$ cat config.mk
export PLATFORM = sky130hd
export DESIGN_NAME = exu_div
export DESIGN_NICKNAME = d
export VERILOG_FILES = /design/src/design/div_pkg.sv /design/src/design/div_dispatch.sv /design/src/design/div_lane.sv /design/src/design/div_writeback.sv /design/src/design/exu_div.sv
export VERILOG_INCLUDE_DIRS = /design/src /design/src/include
export SDC_FILE = /design/constraint.sdc
export NUM_CORES = 1
export LEC_CHECK = 0
export ABC_CLOCK_PERIOD_IN_PS = 5800
export BUFFER_PORTS_ARGS = -buffer_cell sky130_fd_sc_hd__buf_2
export CORE_MARGIN = 1
export CORE_UTILIZATION = 40
export DETAILED_ROUTE_END_ITERATION = 8
export PLACE_DENSITY = 0.55
export SKIP_LAST_GASP = 1
export SYNTH_ARGS = -nofsm -noshare
export SYNTH_HDL_FRONTEND = slang
export SYNTH_SLANG_ARGS = --single-unit
$ cat constraint.sdc
create_clock -name clk -period 5.8 [get_ports clk]
set_clock_uncertainty 0.2 [all_clocks]
set_input_delay 1.16 -clock clk [delete_from_list [all_inputs] [get_ports clk]]
set_output_delay 1.16 -clock clk [all_outputs]
set_load 0.1 [all_outputs]
$ cat src/include/div_settings.svh
// divide unit build settings

`ifndef DIV_SETTINGS_SVH
`define DIV_SETTINGS_SVH

// operand and result width
`define DIV_XLEN 32

// number of identical divider lanes, 1 to 4
`define DIV_LANES 2

// destination register index width
`define DIV_RADDR_W 5

// instruction tag width
`define DIV_CID_W 3

// one quotient bit per cycle
`define DIV_ITER `DIV_XLEN

`endif

$ cat src/design/div_pkg.sv
// divide unit shared types

`include "div_settings.svh"

package div_pkg;

    typedef logic [`DIV_XLEN-1:0]    xlen_t;
    typedef logic [`DIV_RADDR_W-1:0] reg_addr_t;
    typedef logic [`DIV_CID_W-1:0]   commit_id_t;
    typedef logic [`DIV_LANES-1:0]   lane_mask_t;

    // riscv M-extension divide ops
    typedef logic [1:0] div_op_t;
    localparam div_op_t OP_DIV  = 2'd0;
    localparam div_op_t OP_DIVU = 2'd1;
    localparam div_op_t OP_REM  = 2'd2;
    localparam div_op_t OP_REMU = 2'd3;

    typedef struct packed {
        div_op_t    op;
        xlen_t      dividend;
        xlen_t      divisor;
        reg_addr_t  waddr;
        commit_id_t commit_id;
    } div_req_t;

    typedef struct packed {
        xlen_t      wdata;
        reg_addr_t  waddr;
        commit_id_t commit_id;
    } div_wb_t;

    typedef enum logic [1:0] {IDLE, CALC, FIX, DONE} lane_state_e;

endpackage

$ cat src/design/div_dispatch.sv
// divide request dispatcher

`timescale 1ns/10ps

`include "div_settings.svh"

module div_dispatch (
    input  logic                 clk,
    input  logic                 rst_n,
    input  logic                 req_valid_i,
    input  div_pkg::div_req_t    req_i,
    input  logic                 int_assert_i,
    input  div_pkg::lane_mask_t  lane_busy_i,
    output logic                 stall_o,
    output div_pkg::lane_mask_t  lane_start_o,
    output div_pkg::div_req_t    lane_req_o
);

    logic                req_live;
    logic                any_free;
    logic                buf_full;
    logic                buf_load;
    logic                pending;
    div_pkg::div_req_t   buf_req;
    div_pkg::lane_mask_t free_pick;

    // an interrupt in the same cycle kills the request
    assign req_live = req_valid_i && !int_assert_i;

    assign any_free = |(~lane_busy_i);

    // lowest index lane that is not busy
    always_comb begin
        free_pick = '0;
        for (int i = `DIV_LANES - 1; i >= 0; i--) begin
            if (!lane_busy_i[i]) begin
                free_pick    = '0;
                free_pick[i] = 1'b1;
            end
        end
    end

    // buffered request always goes first
    assign pending    = buf_full || req_live;
    assign lane_req_o = buf_full ? buf_req : req_i;

    assign lane_start_o = pending ? free_pick : '0;

    // a live request behind a full buffer must be presented again
    assign stall_o = buf_full && req_live;

    assign buf_load = !buf_full && req_live && !any_free;

    always_ff @(posedge clk or negedge rst_n) begin
        if (!rst_n) begin
            buf_full <= 1'b0;
        end else if (buf_full) begin
            // drained into a lane at this edge
            if (any_free) begin
                buf_full <= 1'b0;
            end
        end else if (buf_load) begin
            buf_full <= 1'b1;
        end
    end

    always_ff @(posedge clk) begin
        if (buf_load) begin
            buf_req <= req_i;
        end
    end

    // stalled request comes back unchanged on the next cycle
    a_stall_repeat: assert property (
        @(posedge clk) disable iff (!rst_n)
        stall_o |=> req_valid_i && $stable(req_i)
    );

    // a started lane reports busy from the next cycle on
    a_start_busy: assert property (
        @(posedge clk) disable iff (!rst_n)
        lane_start_o != '0 |=> (lane_busy_i & $past(lane_start_o)) == $past(lane_start_o)
    );

endmodule

$ cat src/design/div_lane.sv
// iterative radix-2 divider lane

`timescale 1ns/10ps

`include "div_settings.svh"

module div_lane (
    input  logic               clk,
    input  logic               rst_n,
    input  logic               start_i,
    input  div_pkg::div_req_t  req_i,
    input  logic               grant_i,
    output logic               busy_o,
    output logic               done_o,
    output div_pkg::div_wb_t   wb_o
);

    localparam int CNT_W = $clog2(`DIV_ITER);

    div_pkg::lane_state_e  state;
    logic [CNT_W-1:0]      cnt;

    div_pkg::xlen_t        quo;
    div_pkg::xlen_t        rem;
    div_pkg::xlen_t        dvsr;
    div_pkg::reg_addr_t    waddr;
    div_pkg::commit_id_t   cid;
    logic                  is_rem;
    logic                  neg_quo;
    logic                  neg_rem;
    logic                  div_zero;
    logic                  ovf;

    logic                  signed_op;
    logic                  a_neg;
    logic                  b_neg;
    div_pkg::xlen_t        abs_a;
    div_pkg::xlen_t        abs_b;
    logic [`DIV_XLEN:0]    rem_shift;
    logic [`DIV_XLEN:0]    diff;
    div_pkg::xlen_t        quo_fix;
    div_pkg::xlen_t        rem_fix;
    div_pkg::xlen_t        result;

    // operand prep on start
    assign signed_op = (req_i.op == div_pkg::OP_DIV) || (req_i.op == div_pkg::OP_REM);
    assign a_neg     = signed_op && req_i.dividend[`DIV_XLEN-1];
    assign b_neg     = signed_op && req_i.divisor[`DIV_XLEN-1];
    assign abs_a     = a_neg ? -req_i.dividend : req_i.dividend;
    assign abs_b     = b_neg ? -req_i.divisor : req_i.divisor;

    // restoring step, one quotient bit
    assign rem_shift = {rem, quo[`DIV_XLEN-1]};
    assign diff      = rem_shift - {1'b0, dvsr};

    // sign fixup and riscv special results
    assign quo_fix = neg_quo ? -quo : quo;
    assign rem_fix = neg_rem ? -rem : rem;

    always_comb begin
        if (div_zero) begin
            // remainder fixup restores the original dividend here
            result = is_rem ? rem_fix : '1;
        end else if (ovf) begin
            result = is_rem ? '0 : {1'b1, {(`DIV_XLEN-1){1'b0}}};
        end else begin
            result = is_rem ? rem_fix : quo_fix;
        end
    end

    always_ff @(posedge clk or negedge rst_n) begin
        if (!rst_n) begin
            state <= div_pkg::IDLE;
            cnt   <= '0;
        end else begin
            case (state)
                div_pkg::IDLE: begin
                    if (start_i) begin
                        state <= div_pkg::CALC;
                        cnt   <= '0;
                    end
                end
                div_pkg::CALC: begin
                    cnt <= cnt + 1'b1;
                    if (cnt == CNT_W'(`DIV_ITER - 1)) begin
                        state <= div_pkg::FIX;
                    end
                end
                div_pkg::FIX: begin
                    state <= div_pkg::DONE;
                end
                default: begin
                    // hold result until writeback takes it
                    if (grant_i) begin
                        state <= div_pkg::IDLE;
                    end
                end
            endcase
        end
    end

    always_ff @(posedge clk) begin
        if (state == div_pkg::IDLE && start_i) begin
            quo      <= abs_a;
            rem      <= '0;
            dvsr     <= abs_b;
            waddr    <= req_i.waddr;
            cid      <= req_i.commit_id;
            is_rem   <= (req_i.op == div_pkg::OP_REM) || (req_i.op == div_pkg::OP_REMU);
            neg_quo  <= a_neg ^ b_neg;
            neg_rem  <= a_neg;
            div_zero <= (req_i.divisor == '0);
            ovf      <= signed_op && (req_i.divisor == '1) &&
                        (req_i.dividend == {1'b1, {(`DIV_XLEN-1){1'b0}}});
        end else if (state == div_pkg::CALC) begin
            if (!diff[`DIV_XLEN]) begin
                rem <= diff[`DIV_XLEN-1:0];
                quo <= {quo[`DIV_XLEN-2:0], 1'b1};
            end else begin
                rem <= rem_shift[`DIV_XLEN-1:0];
                quo <= {quo[`DIV_XLEN-2:0], 1'b0};
            end
        end else if (state == div_pkg::FIX) begin
            // quotient register carries the final result
            quo <= result;
        end
    end

    assign busy_o = (state != div_pkg::IDLE);
    assign done_o = (state == div_pkg::DONE);
    assign wb_o   = '{wdata: quo, waddr: waddr, commit_id: cid};

    // dispatcher must only pick an idle lane
    a_start_idle: assert property (
        @(posedge clk) disable iff (!rst_n)
        start_i |-> state == div_pkg::IDLE
    );

    a_grant_done: assert property (
        @(posedge clk) disable iff (!rst_n)
        grant_i |-> state == div_pkg::DONE
    );

endmodule

$ cat src/design/div_writeback.sv
// divide result writeback selector

`timescale 1ns/10ps

`include "div_settings.svh"

module div_writeback (
    input  logic                 clk,
    input  div_pkg::lane_mask_t  lane_done_i,
    input  div_pkg::div_wb_t     lane_wb_i [`DIV_LANES],
    input  logic                 wb_ready_i,
    output logic                 wb_we_o,
    output div_pkg::div_wb_t     wb_o,
    output div_pkg::lane_mask_t  lane_grant_o
);

    div_pkg::lane_mask_t sel;

    // fixed priority, lowest finished lane wins
    always_comb begin
        sel  = '0;
        wb_o = lane_wb_i[0];
        for (int i = `DIV_LANES - 1; i >= 0; i--) begin
            if (lane_done_i[i]) begin
                sel    = '0;
                sel[i] = 1'b1;
                wb_o   = lane_wb_i[i];
            end
        end
    end

    assign wb_we_o = |lane_done_i;

    // lane only leaves DONE when the register file takes the result
    assign lane_grant_o = wb_ready_i ? sel : '0;

    // a stalled result stays put unless another lane finishes meanwhile
    a_wb_stable: assert property (
        @(posedge clk)
        (wb_we_o && !wb_ready_i) ##1 $stable(lane_done_i) |-> $stable(wb_o)
    );

endmodule

$ cat src/design/exu_div.sv
// divide unit top level

`timescale 1ns/10ps

`include "div_settings.svh"

module exu_div (
    input  logic               clk,
    input  logic               rst_n,
    input  logic               req_valid_i,
    input  div_pkg::div_req_t  req_i,
    input  logic               int_assert_i,
    output logic               stall_o,
    input  logic               wb_ready_i,
    output logic               wb_we_o,
    output div_pkg::div_wb_t   wb_o
);

    div_pkg::lane_mask_t lane_busy;
    div_pkg::lane_mask_t lane_start;
    div_pkg::lane_mask_t lane_done;
    div_pkg::lane_mask_t lane_grant;
    div_pkg::div_req_t   lane_req;
    div_pkg::div_wb_t    lane_wb [`DIV_LANES];

    div_dispatch u_dispatch (
        .clk          (clk),
        .rst_n        (rst_n),
        .req_valid_i  (req_valid_i),
        .req_i        (req_i),
        .int_assert_i (int_assert_i),
        .lane_busy_i  (lane_busy),
        .stall_o      (stall_o),
        .lane_start_o (lane_start),
        .lane_req_o   (lane_req)
    );

    // all lanes share the dispatched request, start picks one
    for (genvar g = 0; g < `DIV_LANES; g++) begin : g_lane
        div_lane u_lane (
            .clk     (clk),
            .rst_n   (rst_n),
            .start_i (lane_start[g]),
            .req_i   (lane_req),
            .grant_i (lane_grant[g]),
            .busy_o  (lane_busy[g]),
            .done_o  (lane_done[g]),
            .wb_o    (lane_wb[g])
        );
    end

    div_writeback u_writeback (
        .clk          (clk),
        .lane_done_i  (lane_done),
        .lane_wb_i    (lane_wb),
        .wb_ready_i   (wb_ready_i),
        .wb_we_o      (wb_we_o),
        .wb_o         (wb_o),
        .lane_grant_o (lane_grant)
    );

endmodule

== After elaboration in Yosys (flattened, before gate mapping) ==
Cells that the tools add are included.

* Reduce and logical (&&, ||, !) cells: 38
* Eq/ne operators: 16
* Bitwise operators: 2
* Order comparisons: 0
* Multiply operators: 0
* Shift-type cells: 0
* Add/sub/neg operators: 10
* Divide/modulo/power cells: 0
* Multiplexer cells: 50

{| class="wikitable"
|+ Operator list
! operator !! count
|-
| 32-bit 2-to-1 mux || 24
|-
| 32-bit negator || 6
|-
| 40-bit 2-to-1 mux || 2
|-
| 74-bit 2-to-1 mux || 1
|-
| 33-bit by 32-bit subtractor with 33-bit output || 2
|-
| 32-bit == test, second input constant || 2
|-
| 32-bit logical NOT || 1
|-
| 2-bit 2-to-1 mux || 12
|-
| 5-bit case mux with 2 select lines || 2
|-
| 2-bit == test, second input constant || 6
|-
| 2-bit case mux with 3 select lines || 2
|-
| 6-bit nonzero test || 2
|-
| 5-bit by 1-bit adder with 5-bit output, second input constant || 2
|-
| 5-bit == test, second input constant || 2
|-
| 1-bit logical AND || 10
|-
| 5-bit 2-to-1 mux || 2
|-
| 2-bit AND reduction || 4
|-
| 2-bit nonzero test || 4
|-
| 4-bit nonzero test || 2
|-
| 2-bit logical NOT || 3
|-
| 3-bit AND reduction || 2
|-
| 3-bit nonzero test || 2
|-
| 1-bit 2-to-1 mux || 5
|-
| 2-bit by 1-bit == test with 1-bit output, second input constant || 2
|-
| other kinds (7) || 14
|}

* Bits in latches: 0
* Memory bits (writable): 0
* Output and inout bits: 42
* Input bits: 79
* Register bits after elaboration: 307
* Memories kept: 0
* ROM bits: 0
* Logic and storage cells: 146

== Longest topological paths before layout ==
Gate-level depths: netlist (run 1).

* Word-level depth: 8
* Depth in mapped cells: 19
* Depth with buffers taken out: 14

== Cells and area by module ==
A second synthesis (run 1) with hierarchy kept.

* Cells, all modules: 2485
* Area total of the unflattened synthesis: 23222.3 um^2

{| class="wikitable"
|+ Modules (own cells, without submodules)
! module !! instances !! seq. area each (um^2) !! area each (um^2) !! cells each
|-
| div_lane (g_lane[1].u_lane) || 1 || 3128.0 || 9640.5 || 1136
|-
| div_lane (g_lane[0].u_lane) || 1 || 3128.0 || 9557.9 || 1134
|-
| div_dispatch || 1 || 2247.2 || 3334.4 || 166
|-
| div_writeback || 1 || 0.0 || 689.4 || 49
|}

== Least setup slack after synthesis (run 1) ==
OpenSTA, ideal clock, no wires.

* Kind: register to register
* From: register u_dispatch.buf_full
* To: register g_lane[0].u_lane.dvsr[30] (data pin)
* Stages on the path, launching flop included: 20
* Path slack: 1.045 ns
* Arrival time: 4.289 ns
* Required time: 5.334 ns
* Period minus slack after synthesis: 4.755 ns
* Library setup time: 0.266 ns
* Buffers on the path: 8
* Path through: dfrtp_1 > buf_2 > buf_2 > buf_2 > buf_2 > buf_2 > buf_2 > buf_2 > clkbuf_1 > mux2i_1 > ha_1 > o221ai_1 > nor4_1 > and3_1 > o21ai_0 > nor4_1 > o21ai_0 > nand2b_1 > nand2_1 > xor2_1

* Cells in the longest elaborated chain, start to end: 5
* Elaborated cells between the ends (all ways): 7
* Classes of those cells: 1 x add/sub; 1 x eq/ne; 2 x mux; 3 x reduce/logical

{| class="wikitable"
|+ Ends and longest elaborated chain
! what !! RTL line !! source
|-
| from (decl) || div_dispatch.sv:21 || <nowiki>logic buf_full;</nowiki>
|-
| from (signal assigned) || div_dispatch.sv:56 || <nowiki>buf_full <= 1'b0;</nowiki>
|-
| from (signal assigned) || div_dispatch.sv:60 || <nowiki>buf_full <= 1'b0;</nowiki>
|-
| from (signal assigned) || div_dispatch.sv:63 || <nowiki>buf_full <= 1'b1;</nowiki>
|-
| 74-bit 2-to-1 mux * || div_dispatch.sv:45 || <nowiki>assign lane_req_o = buf_full ? buf_req : req_i;</nowiki>
|-
| branches (longest 3 deep; another with 32-bit negator) || -- ||
|-
| 32-bit 2-to-1 mux * || div_lane.sv:50 || <nowiki>assign abs_b = b_neg ? -req_i.divisor : req_i.divisor;</nowiki>
|-
| via g_lane[0].u_lane.abs_b[30] || div_lane.sv:38 || <nowiki>div_pkg::xlen_t abs_b;</nowiki>
|-
| to (signal assigned) || div_lane.sv:106 || <nowiki>dvsr <= abs_b;</nowiki>
|-
| to (decl) || div_lane.sv:25 || <nowiki>div_pkg::xlen_t dvsr;</nowiki>
|}

Mark *: on every way through the listed nets, which the timed path passes.
A chain may end at the register's enable or synchronous reset.

== Worst setup path in the final report (run 1) ==
* From: register u_dispatch.buf_full
* To: register g_lane[0].u_lane.ovf (data pin)

* Cells in the longest elaborated chain, start to end: 5
* Elaborated cells between the ends (all ways): 8
* Classes of those cells: 3 x eq/ne; 1 x mux; 4 x reduce/logical

{| class="wikitable"
|+ Ends and longest elaborated chain
! what !! RTL line !! source
|-
| 74-bit 2-to-1 mux * || div_dispatch.sv:45 ||
|-
| branches (longest 3 deep; another with 32-bit == test) || -- ||
|-
| 1-bit logical AND * || div_lane.sv:113 || <nowiki>ovf <= signed_op && (req_i.divisor == '1) &&</nowiki>
|-
| to (signal assigned) || div_lane.sv:113 ||
|-
| to (decl) || div_lane.sv:32 || <nowiki>logic ovf;</nowiki>
|}

Every way passes the cells marked *.

==> flow_metrics.tcl, run 1 <==
set metrics [dict create \
    status "finished, final reports clean" \
    crit_path_start_kind "register" \
    coreArea_um2 53000 \
    dr_total_vias 18600 \
    grt_max_degree 89 \
    final_nets 2572 \
    htree_num_levels 2 \
    fin_crit_ps 5040 \
    seqCellArea_um2 8510 \
    clockBufferDepth 3 \
    gp_congestion 0.932 \
    dr.pass1.iters 6 \
    ioPinCount 121 \
    numPortBuffers 120 \
    worst_pin_slew_ps 1230 \
    ys_seq_elements 307 \
    antenna_found_initial 7 \
    synth.net_count 2523 \
    setup_tns_ps 0 \
    dp_hpwl_um 55800 \
    yosysMostFrequentCell "edfxtp_1" \
    synth_area_leaders "edfxtp_1 32%, dfxtp_1 5.9%, xor2_1 4.9%, ha_1 4.8%, a21oi_1 4.5%" \
    slew_headroom 0.170 \
    finalHoldViolCount 0 \
    wl_per_cell_um 23.4 \
    slew_violations 0 \
    fmax_mhz 198 \
    worstSetupPathType "reg -> reg" \
    yosysSeqAreaShare 0.394 \
    cts_setup_buffers 0 \
    routed_via_density 5.96 \
    cts_tree "done" \
    clk_pin_slew_worst_paths_ps 60 \
    worstHoldPathType "reg -> reg" \
    cts_root_buf "clkbuf_16" \
    dieArea_um2 54900 \
    post_cts_resized 0 \
    maxCapViolations 0 \
    initial_utilization 0.408 \
    synth_edf_count 228 \
    async_reset_ff_frac 0.0489 \
    ys_types 81 \
    endpoint_kind "register" \
    rsz0062_at_grt "false" \
    worst-path-max-fanout 46 \
    synth_ff_type "edfxtp_1" \
    grt_pass1_wl_um 109000 \
    finalSetupViolCount 0 \
    cts-buffers-inserted 39 \
    fin_crit_sh 0.869 \
    yosysWarnings 0 \
    area_delta_synth_final_pct 11.9 \
    synth_top_cell_by_area "edfxtp_1" \
    postRouteAntennaNets 0 \
    required_ps 5790 \
    grt_pass1_vias 17400 \
    placementRows 84 \
    die_w_um 234 \
    yosysTopAreaCellShare 0.317 \
    drive_gt1_frac 0.121 \
    cts_hold_buf 0 \
    synth_cells 2359 \
    grt_overflow 0 \
    synth_common_cells "228 x edfxtp_1, 224 x nand2_1, 194 x a21oi_1" \
    multi_input_area_um2 12200 \
    arrival_ps 5030 \
    syn_area_um2 21600 \
    clock_sinks 307 \
    clock_latency_ps 570 \
    drtIter0Drc 1679 \
    fillers 5145 \
    die_h_um 234 \
    grt_usage 0.265 \
    utilization 0.456 \
    drc 0 \
    drt-total-wl_um 73300 \
    syn_area_per_cell_um2 9.16 \
]
[cell usage in the layout, fill, tap and decap left out, drive strengths merged, types with 22 or more instances in the layout]
master	count
a211oi	52
a21o	37
a21oi	194
a221oi	46
buf	149
clkbuf	47
dfxtp	64
edfxtp	228
ha	83
inv	117
mux2	49
mux2i	90
nand2	225
nand2b	25
nand3	44
nand4	22
nor2	164
nor3	70
o21ai	153
o31ai	31
xnor2	110
xor2	121
[final timing paths]
kind | startpoint | endpoint | slack, ps | depth (start not counted)
min reg2reg | g_lane[0].u_lane.cnt[4] | g_lane[0].u_lane.cnt[4] | 280 | 2
min | g_lane[0].u_lane.cnt[4] | g_lane[0].u_lane.cnt[4] | 280 | 2
min in group asynchronous | rst_n | g_lane[0].u_lane.state[0] | 310 | 1
max | u_dispatch.buf_full | g_lane[0].u_lane.ovf | 760 | 8
max in group asynchronous | rst_n | u_dispatch.buf_full | 4800 | 1
max reg2reg | u_dispatch.buf_full | g_lane[0].u_lane.ovf | 760 | 8
[cells by family (layout without fill, tap and decap cells)]
| kind of cell | count (synthesis) | count (layout) | share of synthesized area |
|---|---|---|---|
| compound gates | 662 | 662 | 0.198 |
| xor+xnor | 231 | 231 | 0.0943 |
| simple gates | 679 | 679 | 0.151 |
| buf+inv | 256 | 336 | 0.0457 |
| mux | 139 | 139 | 0.0672 |
| other cells | 0 | 4 | 0 |
| fa+ha+maj | 85 | 85 | 0.0499 |
| flops | 307 | 307 | 0.394 |
[per-layer routing]
| metal | share of wire | vias up | track usage | wire [µm] |
|---|---|---|---|---|
| met5 | 0.00018 | - | 0 | 13 |
| met2 | 0.43 | 697 | 0.407 | 31900 |
| met3 | 0.070 | 147 | 0.0392 | 5130 |
| met1 | 0.45 | 8977 | 0.365 | 32700 |
| li1 | - | 8824 | - | - |
| met4 | 0.049 | 2 | 0.130 | 3580 |
[critical path, stage by stage, from the launching register on]
cell,delay (ps)
dfrtp_4,810
mux2i_1,690
ha_1,320
o221ai_1,210
or3_1,510
nor2_1,350
nand2_1,140
nor2_1,360
nor4b_1,1030
[sequential cells by signal (all words and copies together), names as in the netlist]
| signal | count |
|---|---|
| u_dispatch.buf_req | 74 |
| g_lane.u_lane.dvsr | 64 |
| g_lane.u_lane.quo | 64 |
| g_lane.u_lane.rem | 64 |
| g_lane.u_lane.cnt | 10 |
| g_lane.u_lane.waddr | 10 |
| g_lane.u_lane.cid | 6 |
| g_lane.u_lane.state | 4 |
| g_lane.u_lane.div_zero | 2 |
| g_lane.u_lane.is_rem | 2 |
| g_lane.u_lane.neg_quo | 2 |
| g_lane.u_lane.neg_rem | 2 |
| g_lane.u_lane.ovf | 2 |
| u_dispatch.buf_full | 1 |
[per-stage QoR]
| stage | setup WS (ps) | std cells | hold WS [ps] | area (µm²) |
|---|---|---|---|---|
| after detailed placement | 580 | 3055 | 271 | 22800 |
| final | 760 | 3131 | 277 | 24200 |
| after CTS | 883 | 3127 | 284 | 24200 |
| after floorplan | 1040 | 2359 | 245 | 21600 |
| after global routing | 757 | 3127 | 313 | 24200 |
| after global placement | 600 | 3055 | 259 | 22800 |
[cell type report]
type                       instances  share of cell area
tap                              688              0.0356
multi-input combinational       1796               0.503
timing repair buffer             149              0.0338
clock buffer                      47              0.0455
clock inverter                    25              0.0112
antenna                            4            0.000414
sequential                       307               0.352
inverter                         115              0.0181
Power of run 1 is not shown: default switching activity piles up to over one toggle a cycle in this logic, so the estimate is an artifact.
==> run 2: changes to the inputs <==
--- a/config.mk
+++ b/config.mk
@@ -9,9 +9,9 @@
 export ABC_CLOCK_PERIOD_IN_PS = 5800
 export BUFFER_PORTS_ARGS = -buffer_cell sky130_fd_sc_hd__buf_2
 export CORE_MARGIN = 1
-export CORE_UTILIZATION = 40
+export CORE_UTILIZATION = 25
 export DETAILED_ROUTE_END_ITERATION = 8
-export PLACE_DENSITY = 0.55
+export PLACE_DENSITY = 0.38
 export SKIP_LAST_GASP = 1
 export SYNTH_ARGS = -nofsm -noshare
 export SYNTH_HDL_FRONTEND = slang
==> flow_metrics.tcl, run 2 (synthesized netlist as in run 1, its figures left out) <==
set metrics [dict create \
    cts_root_buf "clkbuf_16" \
    largest_reg_flops 74 \
    fmax_mhz 184 \
    fin_crit_sh 0.935 \
    coreArea_um2 85400 \
    postRouteAntennaNets 0 \
    gp_congestion 0.877 \
    clk_pin_slew_worst_paths_ps 60 \
    area_delta_synth_final_pct 14.6 \
    drtIter0Drc 1598 \
    clock_sinks 307 \
    placementRows 107 \
    worstHoldPathType "reg -> reg" \
    dr.pass1.iters 7 \
    status "finished, final reports clean" \
    drc 0 \
    routed_via_density 5.11 \
    antenna_found_initial 14 \
    final_common_cell "edfxtp_1" \
    worst_pin_slew_ps 1350 \
    dr.max_layer_used "met5" \
    post_cts_resized 0 \
    cts_tree "done" \
    cp-endpoint "g_lane[0].u_lane.ovf" \
    final_nets 2579 \
    route.met2.wl_um 34900 \
    ioPinCount 121 \
    fillers 9205 \
    r2r_slack_ps 380 \
    grt_overflow 0 \
    dr_total_vias 18400 \
    fin_crit_ps 5420 \
    worst-path-max-fanout 31 \
    setup_tns_ps 0 \
    layout_common_cells "228 x edfxtp_1, 224 x nand2_1, 194 x a21oi_1, 164 x nor2_1, 149 x o21ai_0" \
    wl_met3_um 4250 \
    reg2reg_from "u_dispatch.buf_full" \
    cts_hold_buf 0 \
    drt-total-wl_um 81800 \
    arrival_ps 5400 \
    r2r_end "g_lane[0].u_lane.ovf" \
    largest-register "u_dispatch.buf_req" \
    finalHoldViolCount 0 \
    maxCapViolations 0 \
    clockBufferDepth 3 \
    grt_usage 0.185 \
    drive_gt1_frac 0.121 \
    cts-buffers-inserted 42 \
    cts_setup_buffers 0 \
    slew_violations 0 \
    initial_utilization 0.253 \
    dieArea_um2 87600 \
    slew_headroom 0.0890 \
    cp-startpoint "u_dispatch.buf_full" \
    grt_pass1_wl_um 120000 \
    worstHoldStart "g_lane[0].u_lane.cnt[4]" \
    die_w_um 296 \
    endpoint_kind "register" \
    numPortBuffers 120 \
    worstSetupPathType "reg -> reg" \
    wl_met1_um 39800 \
    dp_hpwl_um 63300 \
    die_h_um 296 \
    htree_num_levels 2 \
    finalSetupViolCount 0 \
    grt_pass1_vias 17700 \
    crit_path_start_kind "register" \
    clock_latency_ps 580 \
    required_ps 5770 \
    reg2regPathDepth 8 \
    grt_max_degree 89 \
    wl_per_cell_um 22.8 \
    rsz0062_at_grt "false" \
]
run 2: changes by cell type in the layout (fill, tap and decap cells not counted), sizes merged:
cell / before / now
bufinv: 5 / 2
inv: 117 / 119
diode: 4 / 3
clkbuf: 47 / 57
buf: 149 / 153
clkinvlp: 2 / 1
clkinv: 16 / 12
run 2: worst min path at each step:
| stage | to | slack, ps | cells after the start |
|---|---|---|---|
| floorplan | g_lane[0].u_lane.cnt[4] | 250 | 2 |
| global placement | g_lane[0].u_lane.cnt[4] | 260 | 2 |
| detailed placement | g_lane[0].u_lane.cnt[4] | 270 | 2 |
| CTS | g_lane[1].u_lane.cnt[2] | 280 | 1 |
| global route | g_lane[0].u_lane.cnt[4] | 300 | 2 |
| finish | g_lane[0].u_lane.cnt[4] | 280 | 2 |
run 2: area by class of cell:
cell class                 instances  area [µm²]  area share
antenna                            3        7.51    0.000303
clock buffer                      57        1150      0.0463
clock inverter                    19         175     0.00707
inverter                         115         437      0.0176
multi-input combinational       1796       12200       0.492
sequential                       307        8510       0.344
tap                             1144        1430      0.0578
timing repair buffer             153         886      0.0358
run 2: critical path, stage by stage, from the launching register on:
cell	delay, ps
dfrtp_4	740
mux2i_1	680
ha_1	320
o221ai_1	240
or3_1	550
nor2_1	580
nand2_1	160
nor2_1	380
nor4b_1	1120
run 2: layer usage:
layer,vias to the layer above,global-route usage
li1,8853,-
met1,8927,0.266
met3,108,0.0303
met4,14,0.0656
met2,463,0.277
met5,-,0
run 2: stage by stage:
step                      setup WS [ps]  hold WS [ps]  utilization  cell area (µm²)  cells
after global placement              107           260        0.274            23400   3515
after global routing                271           304        0.290            24800   3591
after CTS                           423           279        0.290            24800   3591
after detailed placement           76.3           272        0.274            23400   3515
final                               376           276        0.290            24800   3594
after floorplan                    1040           245            -            21600   2359
Power of run 2 is left out for the same reason.
==> run 3: changes to the inputs <==
--- a/config.mk
+++ b/config.mk
@@ -12,6 +12,7 @@
 export CORE_UTILIZATION = 25
 export DETAILED_ROUTE_END_ITERATION = 8
 export PLACE_DENSITY = 0.38
+export REMOVE_ABC_BUFFERS = 1
 export SKIP_LAST_GASP = 1
 export SYNTH_ARGS = -nofsm -noshare
 export SYNTH_HDL_FRONTEND = slang
==> flow_metrics.tcl, run 3 (synthesized netlist as in run 1, its figures left out) <==
set metrics [dict create \
    maxCapViolations 0 \
    clk_pin_slew_worst_paths_ps 60 \
    fin_crit_ps 5040 \
    area_delta_synth_final_pct 15.1 \
    seqCellArea_um2 8510 \
    grt_max_degree 78 \
    initial_utilization 0.253 \
    gp_congestion 0.819 \
    crit_slowest_cell "dfrtp_4" \
    critPathMaxStageDelay_ps 890 \
    worst_pin_slew_ps 1210 \
    crit_top_cell "nor2_1" \
    setup_slack_ps 759 \
    largest_reg_flops 74 \
    grt_pass1_vias 17700 \
    worstHoldPathType "reg -> reg" \
    r2r_end "g_lane[0].u_lane.ovf" \
    grt_pass1_wl_um 117000 \
    worstHoldStart "g_lane[0].u_lane.cnt[4]" \
    drive_gt1_frac 0.122 \
    wl_per_cell_um 21.9 \
    dpl_worst_slack_ps 313 \
    status "finished, final reports clean" \
    worst-path-max-fanout 53 \
    cts_root_buf "clkbuf_16" \
    dieArea_um2 87600 \
    ioPinCount 121 \
    rsz0062_at_grt "false" \
    final_nets 2575 \
    worstSetupPathType "reg -> reg" \
    coreArea_um2 85400 \
    slew_headroom 0.189 \
    final_common_cell "edfxtp_1" \
    cp_cell_sequence "mux2i_1 -> ha_1 -> o221ai_1 -> or3_1 -> nor2_1 -> nand2_1 -> nor2_1 -> nor4b_1" \
    finalHoldViolCount 0 \
    critPathTopFamily "simple AND/OR/NAND/NOR gates" \
    cts-buffers-inserted 42 \
    antenna_found_initial 1 \
    fillers 9144 \
    grt_usage 0.177 \
    numPortBuffers 120 \
    worstHoldPathCells 2 \
    post_cts_resized 0 \
    holdPathEnd "g_lane[0].u_lane.cnt[4]" \
    dr_total_vias 18200 \
    antenna_cells 0 \
    largest-register "u_dispatch.buf_req" \
    drtIter0Drc 1395 \
    cts_hold_buf 0 \
    reg2regPathDepth 8 \
    fmax_mhz 198 \
    die_h_um 296 \
    layout_common_cells "228 x edfxtp_1, 224 x nand2_1, 194 x a21oi_1, 163 x nor2_1, 149 x o21ai_0" \
    dr.pass1.iters 5 \
    crit_path_start_kind "register" \
    postRouteAntennaNets 0 \
    fin_crit_sh 0.869 \
    cts_setup_buffers 0 \
    clockBufferDepth 3 \
    required_ps 5860 \
    multi_input_area_um2 12200 \
    placementRows 107 \
    reg2reg_from "u_dispatch.buf_full" \
    die_w_um 296 \
    cts_tree "done" \
    arrival_ps 5100 \
    routed_via_density 5.07 \
    htree_num_levels 2 \
    drc 0 \
    finalSetupViolCount 0 \
    grt_overflow 0 \
    crit_buf_inv 0 \
    crit_cells 8 \
    dp_hpwl_um 58400 \
    slew_violations 0 \
    clock_latency_ps 590 \
    drt-total-wl_um 78600 \
    endpoint_kind "register" \
    clock_sinks 307 \
    r2r_slack_ps 760 \
]
[run 3: changes by cell type in the layout (fill, tap and decap cells not counted), sizes merged]
cell / previous run / this run
clkinvlp: 1 / 3
clkinv: 12 / 21
inv: 119 / 117
clkbuf: 57 / 43
bufinv: 2 / 8
buf: 153 / 149
diode: 3 / 0
[run 3: cell type report]
class / instances / area share
multi-input cells: 1796 / 0.489
clock inverters: 34 / 0.0157
inverters: 115 / 0.0176
clock buffers: 43 / 0.0433
flip-flops and latches: 307 / 0.342
well taps: 1144 / 0.0576
repair buffers: 149 / 0.0344
[run 3: through the flow]
step                      instances  hold slack (ps)  TNS [ps]  area (µm²)   util
after floorplan                2218              245   -246040       21000      -
after detailed placement       3511              276         0       23400  0.274
after global routing           3588              306         0       24900  0.291
after global placement         3511              263         0       23400  0.274
final                          3588              285         0       24900  0.291
after CTS                      3588              289         0       24900  0.291
[run 3: metal layers]
layer | up-vias | GRT usage | wire length [µm]
met5 | - | 0 | 0
met4 | 0 | 0.0405 | 1500
met3 | 72 | 0.0204 | 3260
met2 | 401 | 0.300 | 37900
met1 | 8867 | 0.241 | 35900
li1 | 8839 | - | -
[run 3: worst max path at each step]
stage	slack [ps]	start	end
finish	760	u_dispatch.buf_full	g_lane[0].u_lane.ovf
global route	560	u_dispatch.buf_full	g_lane[0].u_lane.dvsr[25]
CTS	530	u_dispatch.buf_full	g_lane[0].u_lane.ovf
detailed placement	310	req_i[40]	g_lane[0].u_lane.ovf
global placement	350	req_i[40]	g_lane[1].u_lane.ovf
floorplan	-1590	u_dispatch.buf_full	g_lane[0].u_lane.quo[10]
[run 3: worst min-delay path, cell delays in order (launching register included)]
cell	delay, ps
dfrtp_1	350
nand2_1	60
nand2_1	50
Power of run 3 is left out for the same reason.
